[config.mk]
export PLATFORM = sky130hd
export DESIGN_NAME = calib_frontend
export DESIGN_NICKNAME = d
export VERILOG_FILES = /design/src/rtl/calib_pkg.sv /design/src/rtl/calib_coeff_bank.sv /design/src/rtl/calib_frontend.sv /design/src/rtl/calibration.sv /design/src/rtl/saturating_adder.sv
export VERILOG_INCLUDE_DIRS = /design/src /design/src/rtl
export SDC_FILE = /design/constraint.sdc
export NUM_CORES = 1
export LEC_CHECK = 0
export BUFFER_PORTS_ARGS = -buffer_cell sky130_fd_sc_hd__buf_2
export CELL_PAD_IN_SITES_DETAIL_PLACEMENT = 0
export CELL_PAD_IN_SITES_GLOBAL_PLACEMENT = 2
export CORE_AREA = 2 2 132 134
export DETAILED_ROUTE_END_ITERATION = 16
export DIE_AREA = 0 0 134 136
export PLACE_DENSITY_LB_ADDON = 0.2
export SLEW_MARGIN = 20
export SYNTH_ARGS = -nofsm -noshare
export SYNTH_HDL_FRONTEND = slang
export SYNTH_SLANG_ARGS = --single-unit
export TNS_END_PERCENT = 100
[constraint.sdc]
create_clock -name clock -period 15.8 [get_ports clock]
set_input_delay 2.37 -clock clock [delete_from_list [all_inputs] [get_ports clock]]
set_output_delay 2.37 -clock clock [all_outputs]
set_load 0.02 [all_outputs]
[src/rtl/calib_settings.svh]
// Calibration stage settings with the stream widths, channel count and channel window base
`ifndef CALIB_SETTINGS_SVH
`define CALIB_SETTINGS_SVH

// Width of one raw or calibrated sample
`define CALIB_DATA_WIDTH 16

// Width of the stream destination address that names a channel
`define CALIB_DEST_WIDTH 8

// Width of the user tag carried untouched through the stage
`define CALIB_USER_WIDTH 8

// Width of the per-channel left shift amount
`define CALIB_SHIFT_WIDTH 4

// Number of channels owned by this block
`define CALIB_N_CHANNELS 4

// First stream address of the channel window
`define CALIB_BASE_ADDR 8

`endif

[src/rtl/calib_pkg.sv]
// Calibration package with the stream beat, coefficient and field selector types
`include "calib_settings.svh"

package calib_pkg;

    // Samples are two's complement throughout the data path
    typedef logic signed [`CALIB_DATA_WIDTH-1:0] sample_t;
    typedef logic [`CALIB_DEST_WIDTH-1:0] dest_t;
    typedef logic [`CALIB_USER_WIDTH-1:0] user_t;
    typedef logic [`CALIB_SHIFT_WIDTH-1:0] shift_t;

    // Index of a channel inside the window
    typedef logic [$clog2(`CALIB_N_CHANNELS)-1:0] channel_t;

    // One beat of the sample stream, data in the top bits
    typedef struct packed {
        sample_t data;
        dest_t dest;
        user_t user;
    } stream_beat_t;

    // Everything the stage needs to calibrate one channel
    typedef struct packed {
        sample_t offset;
        shift_t shift;
        logic output_signed;
    } channel_coeff_t;

    // Selects which coefficient a host write changes, 3 is not a legal code
    typedef logic [1:0] coeff_field_t;
    localparam coeff_field_t FIELD_OFFSET = 2'd0;
    localparam coeff_field_t FIELD_SHIFT = 2'd1;
    localparam coeff_field_t FIELD_SIGNED = 2'd2;

    // Coefficients that leave a sample unchanged
    localparam channel_coeff_t COEFF_NEUTRAL = '{offset: '0, shift: '0, output_signed: 1'b1};

endpackage

[src/rtl/calib_coeff_bank.sv]
// Coefficient bank that holds per-channel offset, shift and signedness and looks them up by address
`timescale 1ns/1ps
`include "calib_settings.svh"

module calib_coeff_bank
    import calib_pkg::*;
(
    input logic clock,
    input logic reset,
    input logic coeff_write,
    input channel_t coeff_channel,
    input coeff_field_t coeff_field,
    input sample_t coeff_data,
    input dest_t lookup_dest,
    output channel_coeff_t lookup_coeff
);

    // One coefficient set per channel of the window
    channel_coeff_t coeff_regs [`CALIB_N_CHANNELS];

    // Address relative to the window base, wraps for addresses below it
    dest_t rel_dest;
    logic in_window;

    always_ff @(posedge clock) begin
        if (!reset) begin
            // Every channel starts neutral, so beats pass unchanged
            for (int i = 0; i < `CALIB_N_CHANNELS; i++) begin
                coeff_regs[i] <= COEFF_NEUTRAL;
            end
        end else if (coeff_write) begin
            // Only the selected field of the selected channel changes
            case (coeff_field)
                FIELD_OFFSET: begin
                    coeff_regs[coeff_channel].offset <= coeff_data;
                end
                FIELD_SHIFT: begin
                    // The shift amount sits in the low bits of the write data
                    coeff_regs[coeff_channel].shift <= coeff_data[`CALIB_SHIFT_WIDTH-1:0];
                end
                FIELD_SIGNED: begin
                    coeff_regs[coeff_channel].output_signed <= coeff_data[0];
                end
                default: begin
                    // Code 3 selects nothing and the write is dropped
                end
            endcase
        end
    end

    // Addresses below the base wrap to large values and fall outside as well
    assign rel_dest = lookup_dest - dest_t'(`CALIB_BASE_ADDR);
    assign in_window = rel_dest < dest_t'(`CALIB_N_CHANNELS);

    // The lookup is combinational, so a write applies to the very next transfer
    always_comb begin
        if (in_window) begin
            lookup_coeff = coeff_regs[channel_t'(rel_dest)];
        end else begin
            lookup_coeff = COEFF_NEUTRAL;
        end
    end

    // The host must only strobe one of the three defined field codes
    a_field_legal: assert property (
        @(posedge clock) disable iff (!reset)
        coeff_write |-> (coeff_field != 2'd3)
    ) else $error("coefficient write with undefined field code");

endmodule

[src/rtl/calib_frontend.sv]
// Calibration front end top level joining the coefficient bank and the calibration stream stage
`timescale 1ns/1ps

module calib_frontend
    import calib_pkg::*;
(
    input logic clock,
    input logic reset,
    input stream_beat_t in_beat,
    input logic in_valid,
    output logic in_ready,
    output stream_beat_t out_beat,
    output logic out_valid,
    input logic out_ready,
    input logic shift_enable,
    input logic coeff_write,
    input channel_t coeff_channel,
    input coeff_field_t coeff_field,
    input sample_t coeff_data
);

    // Address the stage looks up and the coefficients the bank returns
    dest_t lookup_dest;
    channel_coeff_t lookup_coeff;

    // Host writes land here and are read back by stream address
    calib_coeff_bank coeff_bank (
        .clock(clock),
        .reset(reset),
        .coeff_write(coeff_write),
        .coeff_channel(coeff_channel),
        .coeff_field(coeff_field),
        .coeff_data(coeff_data),
        .lookup_dest(lookup_dest),
        .lookup_coeff(lookup_coeff)
    );

    // Stream stage with one cycle of latency
    calibration calib_stage (
        .clock(clock),
        .reset(reset),
        .in_beat(in_beat),
        .in_valid(in_valid),
        .in_ready(in_ready),
        .out_beat(out_beat),
        .out_valid(out_valid),
        .out_ready(out_ready),
        .shift_enable(shift_enable),
        .lookup_dest(lookup_dest),
        .lookup_coeff(lookup_coeff)
    );

endmodule

[src/rtl/calibration.sv]
// Calibration stream stage that adds a saturating offset, applies an optional shift and registers the beat
`timescale 1ns/1ps
`include "calib_settings.svh"

module calibration
    import calib_pkg::*;
(
    input logic clock,
    input logic reset,
    input stream_beat_t in_beat,
    input logic in_valid,
    output logic in_ready,
    output stream_beat_t out_beat,
    output logic out_valid,
    input logic out_ready,
    input logic shift_enable,
    output dest_t lookup_dest,
    input channel_coeff_t lookup_coeff
);

    // Largest and smallest values a signed sample can hold
    localparam sample_t SAMPLE_MAX = {1'b0, {(`CALIB_DATA_WIDTH-1){1'b1}}};
    localparam sample_t SAMPLE_MIN = {1'b1, {(`CALIB_DATA_WIDTH-1){1'b0}}};

    // A beat moves when the source offers it and the sink can take it
    logic transfer;

    // Lower clip bound for the addressed channel
    sample_t limit_neg;

    // Offset sum after clipping, then after the optional shift
    sample_t clipped_sum;
    sample_t shifted_sum;
    sample_t calibrated;

    // Back-pressure passes straight through, the stage holds no skid buffer
    assign in_ready = out_ready;
    assign transfer = in_valid & out_ready;

    // The bank is addressed by the beat currently on the input
    assign lookup_dest = in_beat.dest;

    // Unsigned channels bottom out at zero instead of the signed minimum
    assign limit_neg = lookup_coeff.output_signed ? SAMPLE_MIN : '0;

    saturating_adder #(
        .DATA_WIDTH(`CALIB_DATA_WIDTH)
    ) offset_adder (
        .a(in_beat.data),
        .b(lookup_coeff.offset),
        .limit_pos(SAMPLE_MAX),
        .limit_neg(limit_neg),
        .sum(clipped_sum)
    );

    // Bits shifted past the top are lost, the result keeps the sample width
    assign shifted_sum = clipped_sum << lookup_coeff.shift;

    // The shift applies to all channels at once, under control of one level
    assign calibrated = shift_enable ? shifted_sum : clipped_sum;

    // out_valid follows each edge, so it falls whenever no beat was taken
    always_ff @(posedge clock) begin
        if (!reset) begin
            out_valid <= 1'b0;
        end else begin
            out_valid <= transfer;
        end
    end

    // Payload only loads on a transfer and is qualified by out_valid
    always_ff @(posedge clock) begin
        if (transfer) begin
            out_beat.data <= calibrated;
            out_beat.dest <= in_beat.dest;
            out_beat.user <= in_beat.user;
        end
    end

    // No beat may come out in the first cycle after reset is released
    a_idle_after_reset: assert property (
        @(posedge clock)
        $rose(reset) |-> !out_valid
    ) else $error("out_valid high right after reset release");

    // A stalled sink blocks the input, so the next cycle carries no beat
    a_no_beat_after_stall: assert property (
        @(posedge clock) disable iff (!reset)
        !out_ready |=> !out_valid
    ) else $error("out_valid high after an edge with out_ready low");

endmodule

[src/rtl/saturating_adder.sv]
// Saturating adder that adds two signed values and clamps the sum between two limits
`timescale 1ns/1ps

module saturating_adder #(
    parameter int DATA_WIDTH = 16
) (
    input logic signed [DATA_WIDTH-1:0] a,
    input logic signed [DATA_WIDTH-1:0] b,
    input logic signed [DATA_WIDTH-1:0] limit_pos,
    input logic signed [DATA_WIDTH-1:0] limit_neg,
    output logic signed [DATA_WIDTH-1:0] sum
);

    // One extra bit holds any sum of two operands without wrapping
    logic signed [DATA_WIDTH:0] a_wide;
    logic signed [DATA_WIDTH:0] b_wide;
    logic signed [DATA_WIDTH:0] sum_wide;

    // The limits are widened the same way so the compares stay signed
    logic signed [DATA_WIDTH:0] limit_pos_wide;
    logic signed [DATA_WIDTH:0] limit_neg_wide;

    // Signed operands sign-extend into the wider vectors
    assign a_wide = a;
    assign b_wide = b;
    assign limit_pos_wide = limit_pos;
    assign limit_neg_wide = limit_neg;

    assign sum_wide = a_wide + b_wide;

    always_comb begin
        // Clamp at the top first, then at the bottom
        if (sum_wide > limit_pos_wide) begin
            sum = limit_pos;
        end else if (sum_wide < limit_neg_wide) begin
            sum = limit_neg;
        end else begin
            // Inside the limits the top bit is only a sign copy
            sum = sum_wide[DATA_WIDTH-1:0];
        end
    end

endmodule

==> results.sh, run 1 <==
export IMPL_status="complete, no violations"
export IMPL_fillers=1571
export IMPL_ant_nets=0
export IMPL_track_usage_pct=19.9
export IMPL_yosysTopAreaCellShare_pct=50.1
export IMPL_post_route_min_period_ns=8.11
export IMPL_postCtsSetupBuffers=0
export IMPL_reg2reg_depth=19
export IMPL_p_leak_nw=3.10
export IMPL_worst_pin_slew_ns=0.940
export IMPL_viasPerCell=5.57
export IMPL_ys_ff_latch=117
export IMPL_clk_insertion_delay_late_ns=0.42
export IMPL_io_pins=92
export IMPL_setup_violations=0
export IMPL_grt_overflow_total=0
export IMPL_cp_required_ns=15.96
export IMPL_fin_crit_sh_pct=51.3
export IMPL_rows=48
export IMPL_yosysWarnings=0
export IMPL_setup_tns_ns=0
export IMPL_ctsResizeCount=0
export IMPL_syn_nets=693
export IMPL_synth_top_family_by_area="compound AO/OA/AOI/OAI gates"
export IMPL_start_util_pct=41.2
export IMPL_cap_violations=0
export IMPL_grt_max_degree=33
export IMPL_fmax_ghz=0.123
export IMPL_synth_flop_cell="edfxtp_1"
export IMPL_grt_pass1_vias=5238
export IMPL_fin_util_pct=48.2
export IMPL_grt_pass1_wl_um=27500
export IMPL_post_synth_top_area_cell="edfxtp_1"
export IMPL_die_area_um2=18200
export IMPL_crit_arrival_ns=8.27
export IMPL_drt_total_wl_um=17700
export IMPL_antenna_found_initial=0
export IMPL_synthArstFlopShare_pct=0
export IMPL_synthSimpleGateAreaFrac_pct=16.6
export IMPL_hold_slack_ns=1.19
export IMPL_synthesis_area_um2=6950
export IMPL_synth_compound_area_share_pct=16.7
export IMPL_clock_sinks=117
export IMPL_hold_violations=0
export IMPL_portBuffers=91
export IMPL_critPathCaptureType="register"
export IMPL_cts_root_buf="clkbuf_16"
export IMPL_rsz0062_at_grt="false"
export IMPL_post_route_drc_count=0
export IMPL_drive_gt1_share_pct=25.4
export IMPL_worstSetupPathType="in -> reg"
export IMPL_post_drt_wl_per_cell_um=19.0
export IMPL_clk_path_buf_depth=2
export IMPL_synth_area_top_cells="edfxtp_1 50%, mux4_2 6.8%, nor2_1 5.1%"
export IMPL_path_max_fanout=28
export IMPL_avgSynthCellArea_um2=11.3
export IMPL_synth_edf_count=116
export IMPL_maxSlewViolCount=0
export IMPL_holdCritPathClass="reg -> reg"
export IMPL_max_vdd_ir_drop_v=0.0000744
export IMPL_area_growth_pct=16.9
export IMPL_core_um2=16900
export IMPL_fin_worst_skew_ns=0.00602
export IMPL_cts_tree="built"
export IMPL_synth_yosys_seq_area_share_pct=50.4
export IMPL_drtPass1Iterations=4
export IMPL_cts_buffers=17
export IMPL_synth_adder_area_share_pct=3.63
export IMPL_hold_buffers=0
export IMPL_synth_xor_area_share_pct=0.756
export IMPL_num_vias=5205
export IMPL_hpwl_um=12700
export IMPL_synth_cell_types=82
export IMPL_slew_headroom_pct=37.4
export IMPL_drt_iter0_markers=383
export IMPL_gp_congestion=0.875
export IMPL_die_h_um=136
export IMPL_p_per_area_nw_per_um2=104
export IMPL_cp_start_kind="input pin"
export IMPL_diodes=0
export IMPL_die_w_um=134
export IMPL_cts_clk_slew_worst_paths_ns=0.05
export IMPL_synthCells=616
export IMPL_muxShareOfSynthArea_pct=7.90
export IMPL_cts_max_level=4
export IMPL_finalNetCount=774
export IMPL_hold_path_depth=3
## path summary, 6_finish.rpt
path,start,endpoint,slack (ns)
min,coeff_bank.coeff_regs[0][4]$_SDFFCE_PN0P_,calib_stage.out_beat[21]$_DFFE_PP_,1.19
max reg2reg,coeff_bank.coeff_regs[3][5]$_DFFE_PP_,calib_stage.out_beat[31]$_DFFE_PP_,10.01
min reg2reg,coeff_bank.coeff_regs[0][4]$_SDFFCE_PN0P_,calib_stage.out_beat[21]$_DFFE_PP_,1.19
max,in_beat[8],calib_stage.out_beat[31]$_DFFE_PP_,7.69
## routing by layer
metal  vias up  track usage (%)  share of wire, %
li1       2486                -                 -
met1      2527             24.5                42
met2       169             34.6                51
met3        23             4.55               5.2
met4         0             6.74               1.5
met5         -                0                 0
## worst max-delay path: stages
cell and delay [ns]:
buf_2 0.60, mux4_2 0.58, nor2b_1 0.14, ha_1 0.24, fa_1 0.44, a211oi_2 0.34
o21ai_2 0.16, and2_2 0.22, a311o_1 0.38, nand2_1 0.10, a21oi_1 0.09, inv_1 0.09
fa_1 0.78, inv_1 0.35, nand2_1 0.22, o21ai_0 0.19, mux2_2 0.39, nand2_1 0.10
a31oi_1 0.09, or3_1 0.38
## synthesized netlist by cell type, types with 4 or more instances
| cell type | instances |
|---|---|
| edfxtp_1 | 116 |
| mux2_2 | 5 |
| buf_2 | 6 |
| ha_1 | 17 |
| nor2_1 | 95 |
| nand2b_1 | 8 |
| a31oi_1 | 5 |
| xnor2_1 | 5 |
| nand2_1 | 63 |
| a21oi_1 | 22 |
| nor4_1 | 4 |
| clkbuf_1 | 17 |
| nor2b_1 | 26 |
| a211oi_1 | 8 |
| o211ai_1 | 7 |
| mux4_2 | 21 |
| a21o_1 | 6 |
| nor3_1 | 10 |
| o21ai_1 | 7 |
| o31ai_1 | 5 |
| o21ai_0 | 29 |
| and2_1 | 6 |
| inv_1 | 25 |
| and3_1 | 6 |
| a2111oi_4 | 4 |
| nor3b_1 | 4 |
| a221oi_1 | 4 |
## cells in the final DEF, fill, tap and decap left out, types with 6 or more instances in the layout
master     synthesis  routed
a211oi_1           8       8
o21ai_1            7       7
ha_1              17      17
nor2b_1           26      26
o21ai_0           29      29
buf_2              6      91
nor3_1            10      10
and2_1             6       6
inv_1             25      25
mux4_2            21      21
o211ai_1           7       7
clkbuf_16          0      17
nand2_1           63      63
a21o_1             6       6
edfxtp_1         116     116
a21oi_1           22      21
nand2b_1           8       8
and3_1             6       6
nor2_1            95      95
## logic make-up (layout without fill, tap and decap cells)
family / after synthesis / in the layout
adder cells (fa/ha/maj): 19 / 19
flip-flops: 117 / 117
multiplexers: 28 / 28
AO/OA/AOI/OAI: 146 / 146
AND/OR/NAND/NOR: 243 / 243
buffers and inverters: 57 / 151
XOR/XNOR: 6 / 6
## flip-flops by register name, indices dropped and copies added (netlist names)
name	count
coeff_bank.coeff_regs	84
calib_stage.out_beat	32
calib_stage.out_valid	1
## stage by stage
stage | setup WS [ns] | area (um2) | power (mW) | std cells
floorplan | 8.34 | 6950 | 0.436 | 616
global placement | 7.40 | 7540 | 0.467 | 903
detailed placement | 7.25 | 7540 | 0.468 | 903
CTS | 7.70 | 8130 | 0.853 | 935
global route | 7.24 | 8130 | 0.874 | 935
finish | 7.69 | 8130 | 0.845 | 935
## power by group
group          internal [mW]  switching [mW]  leakage, nW
combinational         0.0375          0.0579         1.69
clock                  0.246           0.137        0.289
sequential             0.362         0.00442         1.12
## area by class of cell
cell class                      instances  area, um2  share of cell area [%]
Clock inverter                         14        160                    1.97
Inverter                               26       97.6                    1.20
Sequential cell                       117       3500                    43.1
Multi-Input combinational cell        442       3190                    39.2
Tap cell                              225        282                    3.46
Timing Repair Buffer                   93        470                    5.78
Clock buffer                           18        429                    5.28
(Power assumes the default switching activity.)
==> run 2, diff against run 1 <==
- ABC_AREA: unset -> 1
- CORE_AREA: 2 2 132 134 -> 2 2 151 153
- DIE_AREA: 0 0 134 136 -> 0 0 153 155
- clock period: 15.8 -> 6.6 ns (I/O delays scaled with it)
==> run 2 against run 1 <==
First-iteration DRC count rose by 4.7%. Flip-flop and latch count did not move. Sequential share of layout area rose by 0.35 points. Register-to-register slack got worse by 7.4 ns. Highest routed layer unchanged. Sequential power rose by 140%. Total power rose by 150%. Via count rose by 11%. Synthesized cell count rose by 31%. Largest power group unchanged. Cell area fell by 0.82%. Worst hold slack got worse by 0.43 ns. Count of clock-buffer cells in the layout rose by 1. Critical endpoint is now calib_stage.out_beat[30]$_DFFE_PP_. Non-clock buffer count rose by 1.
==> results.sh, run 2 <==
export IMPL_viasPerCell=4.87
export IMPL_post_route_min_period_ns=4.83
export IMPL_cts_clk_slew_worst_paths_ns=0.05
export IMPL_cts_max_level=4
export IMPL_io_pins=92
export IMPL_avgSynthCellArea_um2=8.38
export IMPL_track_usage_pct=16.7
export IMPL_cp_start_kind="input pin"
export IMPL_fin_crit_sh_pct=73.2
export IMPL_holdCritPathClass="in -> reg"
export IMPL_ant_nets=0
export IMPL_power_frac_comb_pct=11.4
export IMPL_p_per_area_nw_per_um2=259
export IMPL_ctsResizeCount=0
export IMPL_drive_gt1_share_pct=17.2
export IMPL_regMostFlops="coeff_bank.coeff_regs"
export IMPL_grt_overflow_total=0
export IMPL_maxSlewViolCount=0
export IMPL_synthCells=808
export IMPL_drt_iter0_markers=401
export IMPL_yosysTopAreaCellShare_pct=51.4
export IMPL_pwr_share_seq_pct=42.4
export IMPL_max_vdd_ir_drop_v=0.000143
export IMPL_total_power_mw=2.09
export IMPL_slew_headroom_pct=30.2
export IMPL_die_w_um=153
export IMPL_cts_tree="built"
export IMPL_post_drt_wl_per_cell_um=16.3
export IMPL_status="complete, no violations"
export IMPL_postCtsSetupBuffers=0
export IMPL_worstSetupPathType="in -> reg"
export IMPL_fin_worst_skew_ns=0.0102
export IMPL_reg_largest_list="coeff_bank.coeff_regs x84, calib_stage.out_beat x32, calib_stage.out_valid x1"
export IMPL_clock_sinks=117
export IMPL_worst_pin_slew_ns=1.05
export IMPL_rows=55
export IMPL_grt_pass1_wl_um=31000
export IMPL_p_clk_share_pct=46.2
export IMPL_drt_total_wl_um=19300
export IMPL_num_vias=5776
export IMPL_synth_flop_cell="edfxtp_1"
export IMPL_setup_violations=0
export IMPL_p_leak_nw=3.59
export IMPL_cap_violations=0
export IMPL_p_int_mw=1.58
export IMPL_finalNetCount=965
export IMPL_post_route_drc_count=0
export IMPL_drtPass1Iterations=5
export IMPL_grt_max_degree=44
export IMPL_setup_worst_path_end="calib_stage.out_beat[30]$_DFFE_PP_"
export IMPL_ys_ff_latch=117
export IMPL_post_synth_top_area_cell="edfxtp_1"
export IMPL_reg2reg_depth=25
export IMPL_syn_nets=885
export IMPL_cp_required_ns=6.76
export IMPL_hpwl_um=13800
export IMPL_final_common_cell="nand2_1"
export IMPL_yosysWarnings=0
export IMPL_mostFrequentLayoutCells="163 x nand2_1, 131 x nor2_1, 116 x edfxtp_1, 114 x nand3_1, 91 x buf_2"
export IMPL_clk_path_buf_depth=2
export IMPL_synth_yosys_seq_area_share_pct=51.7
export IMPL_synthArstFlopShare_pct=0
export IMPL_crit_arrival_ns=4.99
export IMPL_cts_root_buf="clkbuf_16"
export IMPL_gp_congestion=0.827
export IMPL_synthesis_area_um2=6770
export IMPL_start_util_pct=30.5
export IMPL_critPathCaptureType="register"
export IMPL_path_max_fanout=23
export IMPL_r2r_start="coeff_bank.coeff_regs[2][5]$_SDFFCE_PN0P_"
export IMPL_grt_pass1_vias=5931
export IMPL_largest_register_ffs=84
export IMPL_yosys_top_cells_count="163 x nand2_1, 133 x nor2_1, 116 x edfxtp_1, 114 x nand3_1, 81 x inv_1"
export IMPL_antenna_found_initial=0
export IMPL_hold_buffers=0
export IMPL_area_growth_pct=19.1
export IMPL_portBuffers=91
export IMPL_p_sw_mw=0.511
export IMPL_rsz0062_at_grt="false"
export IMPL_synth_cell_types=38
export IMPL_die_area_um2=23700
export IMPL_clk_insertion_delay_late_ns=0.41
export IMPL_fmax_ghz=0.207
export IMPL_swShare_pct=24.5
export IMPL_diodes=0
export IMPL_core_um2=22200
export IMPL_synth_area_top_cells="edfxtp_1 51%, nand2_1 9.0%, nand3_1 8.4%"
export IMPL_setup_tns_ns=0
export IMPL_die_h_um=155
export IMPL_synth_edf_count=116
export IMPL_ff2ff_setup_slack_ns=2.65
export IMPL_cts_buffers=17
export IMPL_crit_path_start="in_beat[9]"
export IMPL_hold_violations=0
export IMPL_yosysMostFrequentCell="nand2_1"
export IMPL_r2r_end="calib_stage.out_beat[30]$_DFFE_PP_"
-- run 2: cell types whose count changed after synthesis, sizes merged, moves of 8 or more --
| cell | change |
|---|---|
| nand2b | -8 |
| nor2b | -26 |
| inv | +64 |
| nor3 | -9 |
| mux4 | -21 |
| a211oi | -11 |
| nand2 | +111 |
| nand3 | +115 |
| nor2 | +38 |
| o22ai | +16 |
| o21ai | +11 |
-- run 2: layer usage --
metal | up-vias | routed length [um] | global-route usage, %
met1 | 2751 | 8850 | 20.9
li1 | 2872 | - | -
met2 | 130 | 9460 | 29.0
met3 | 23 | 618 | 3.15
met5 | - | 0 | 0
met4 | 0 | 391 | 5.60
-- run 2: cell families after synthesis --
logic type                 synth area share, %
AOI/OAI and AO/OA                         8.28
xor gates and xnor gates                 0.517
adders and majority gates                 3.73
buffers and inverters                     7.41
DFF                                       51.7
and+or+nand+nor                           28.3
-- run 2: layout make-up --
cell class,instances,area (um2)
clock buffer,19,433
fill,2367,14200
timing repair buffer,94,478
sequential,117,3500
inverter,91,342
multi-input combinational,567,2770
tap,285,357
clock inverter,13,183
-- run 2: how the worst min path moves through the flow --
stage                                               endpoint  cells past startpoint                                   from  slack, ns
after floorplan           calib_stage.out_beat[31]$_DFFE_PP_                      4  coeff_bank.coeff_regs[3][0]$_DFFE_PP_       0.71
after CTS                  calib_stage.out_beat[4]$_DFFE_PP_                      1                             in_beat[4]       0.73
after global routing       calib_stage.out_beat[4]$_DFFE_PP_                      1                             in_beat[4]       0.73
final                      calib_stage.out_beat[4]$_DFFE_PP_                      1                             in_beat[4]       0.76
after global placement    calib_stage.out_beat[31]$_DFFE_PP_                      4  coeff_bank.coeff_regs[3][0]$_DFFE_PP_       0.95
after detailed placement  calib_stage.out_beat[31]$_DFFE_PP_                      4  coeff_bank.coeff_regs[3][0]$_DFFE_PP_       0.98
-- run 2: power groups by stage --
| stage | combinational [mW] | clock, mW | sequential [mW] |
|---|---|---|---|
| 4_1_cts | 0.242 | 0.984 | 0.885 |
| 3_5_place_dp | 0.241 | 0 | 0.900 |
| 6_report | 0.239 | 0.964 | 0.884 |
| 3_3_place_gp | 0.241 | 0 | 0.898 |
| 2_1_floorplan | 0.143 | 0 | 0.914 |
| 5_1_grt | 0.269 | 1.01 | 0.889 |
-- run 2: metrics by stage --
| stage | setup slack, ns | utilization [%] | hold slack [ns] | std cells | area [um2] |
|---|---|---|---|---|---|
| CTS | 1.71 | 36.3 | 0.733 | 1186 | 8060 |
| floorplan | 1.76 | - | 0.711 | 808 | 6770 |
| finish | 1.77 | 36.3 | 0.758 | 1186 | 8070 |
| global route | 1.24 | 36.3 | 0.733 | 1186 | 8070 |
| global placement | 1.30 | 33.5 | 0.955 | 1154 | 7450 |
| detailed placement | 1.28 | 33.5 | 0.975 | 1154 | 7450 |
-- run 2: critical path: stages --
cell	delay, ns
buf_2	0.38
inv_2	0.31
o21ai_0	0.15
o22ai_1	0.09
nand2_1	0.06
inv_1	0.04
ha_1	0.20
fa_1	0.41
nand2_1	0.08
nand2_1	0.08
nand3_1	0.11
nand2_2	0.11
nand2_2	0.09
nand2_2	0.05
nand2_2	0.07
nand2_2	0.07
inv_1	0.11
fa_1	0.26
clkinv_1	0.38
nand3_1	0.30
nand3_1	0.12
nand3_1	0.14
nand2_1	0.06
nand2_1	0.06
nand2_1	0.06
nor2_1	0.12
nor2_1	0.05
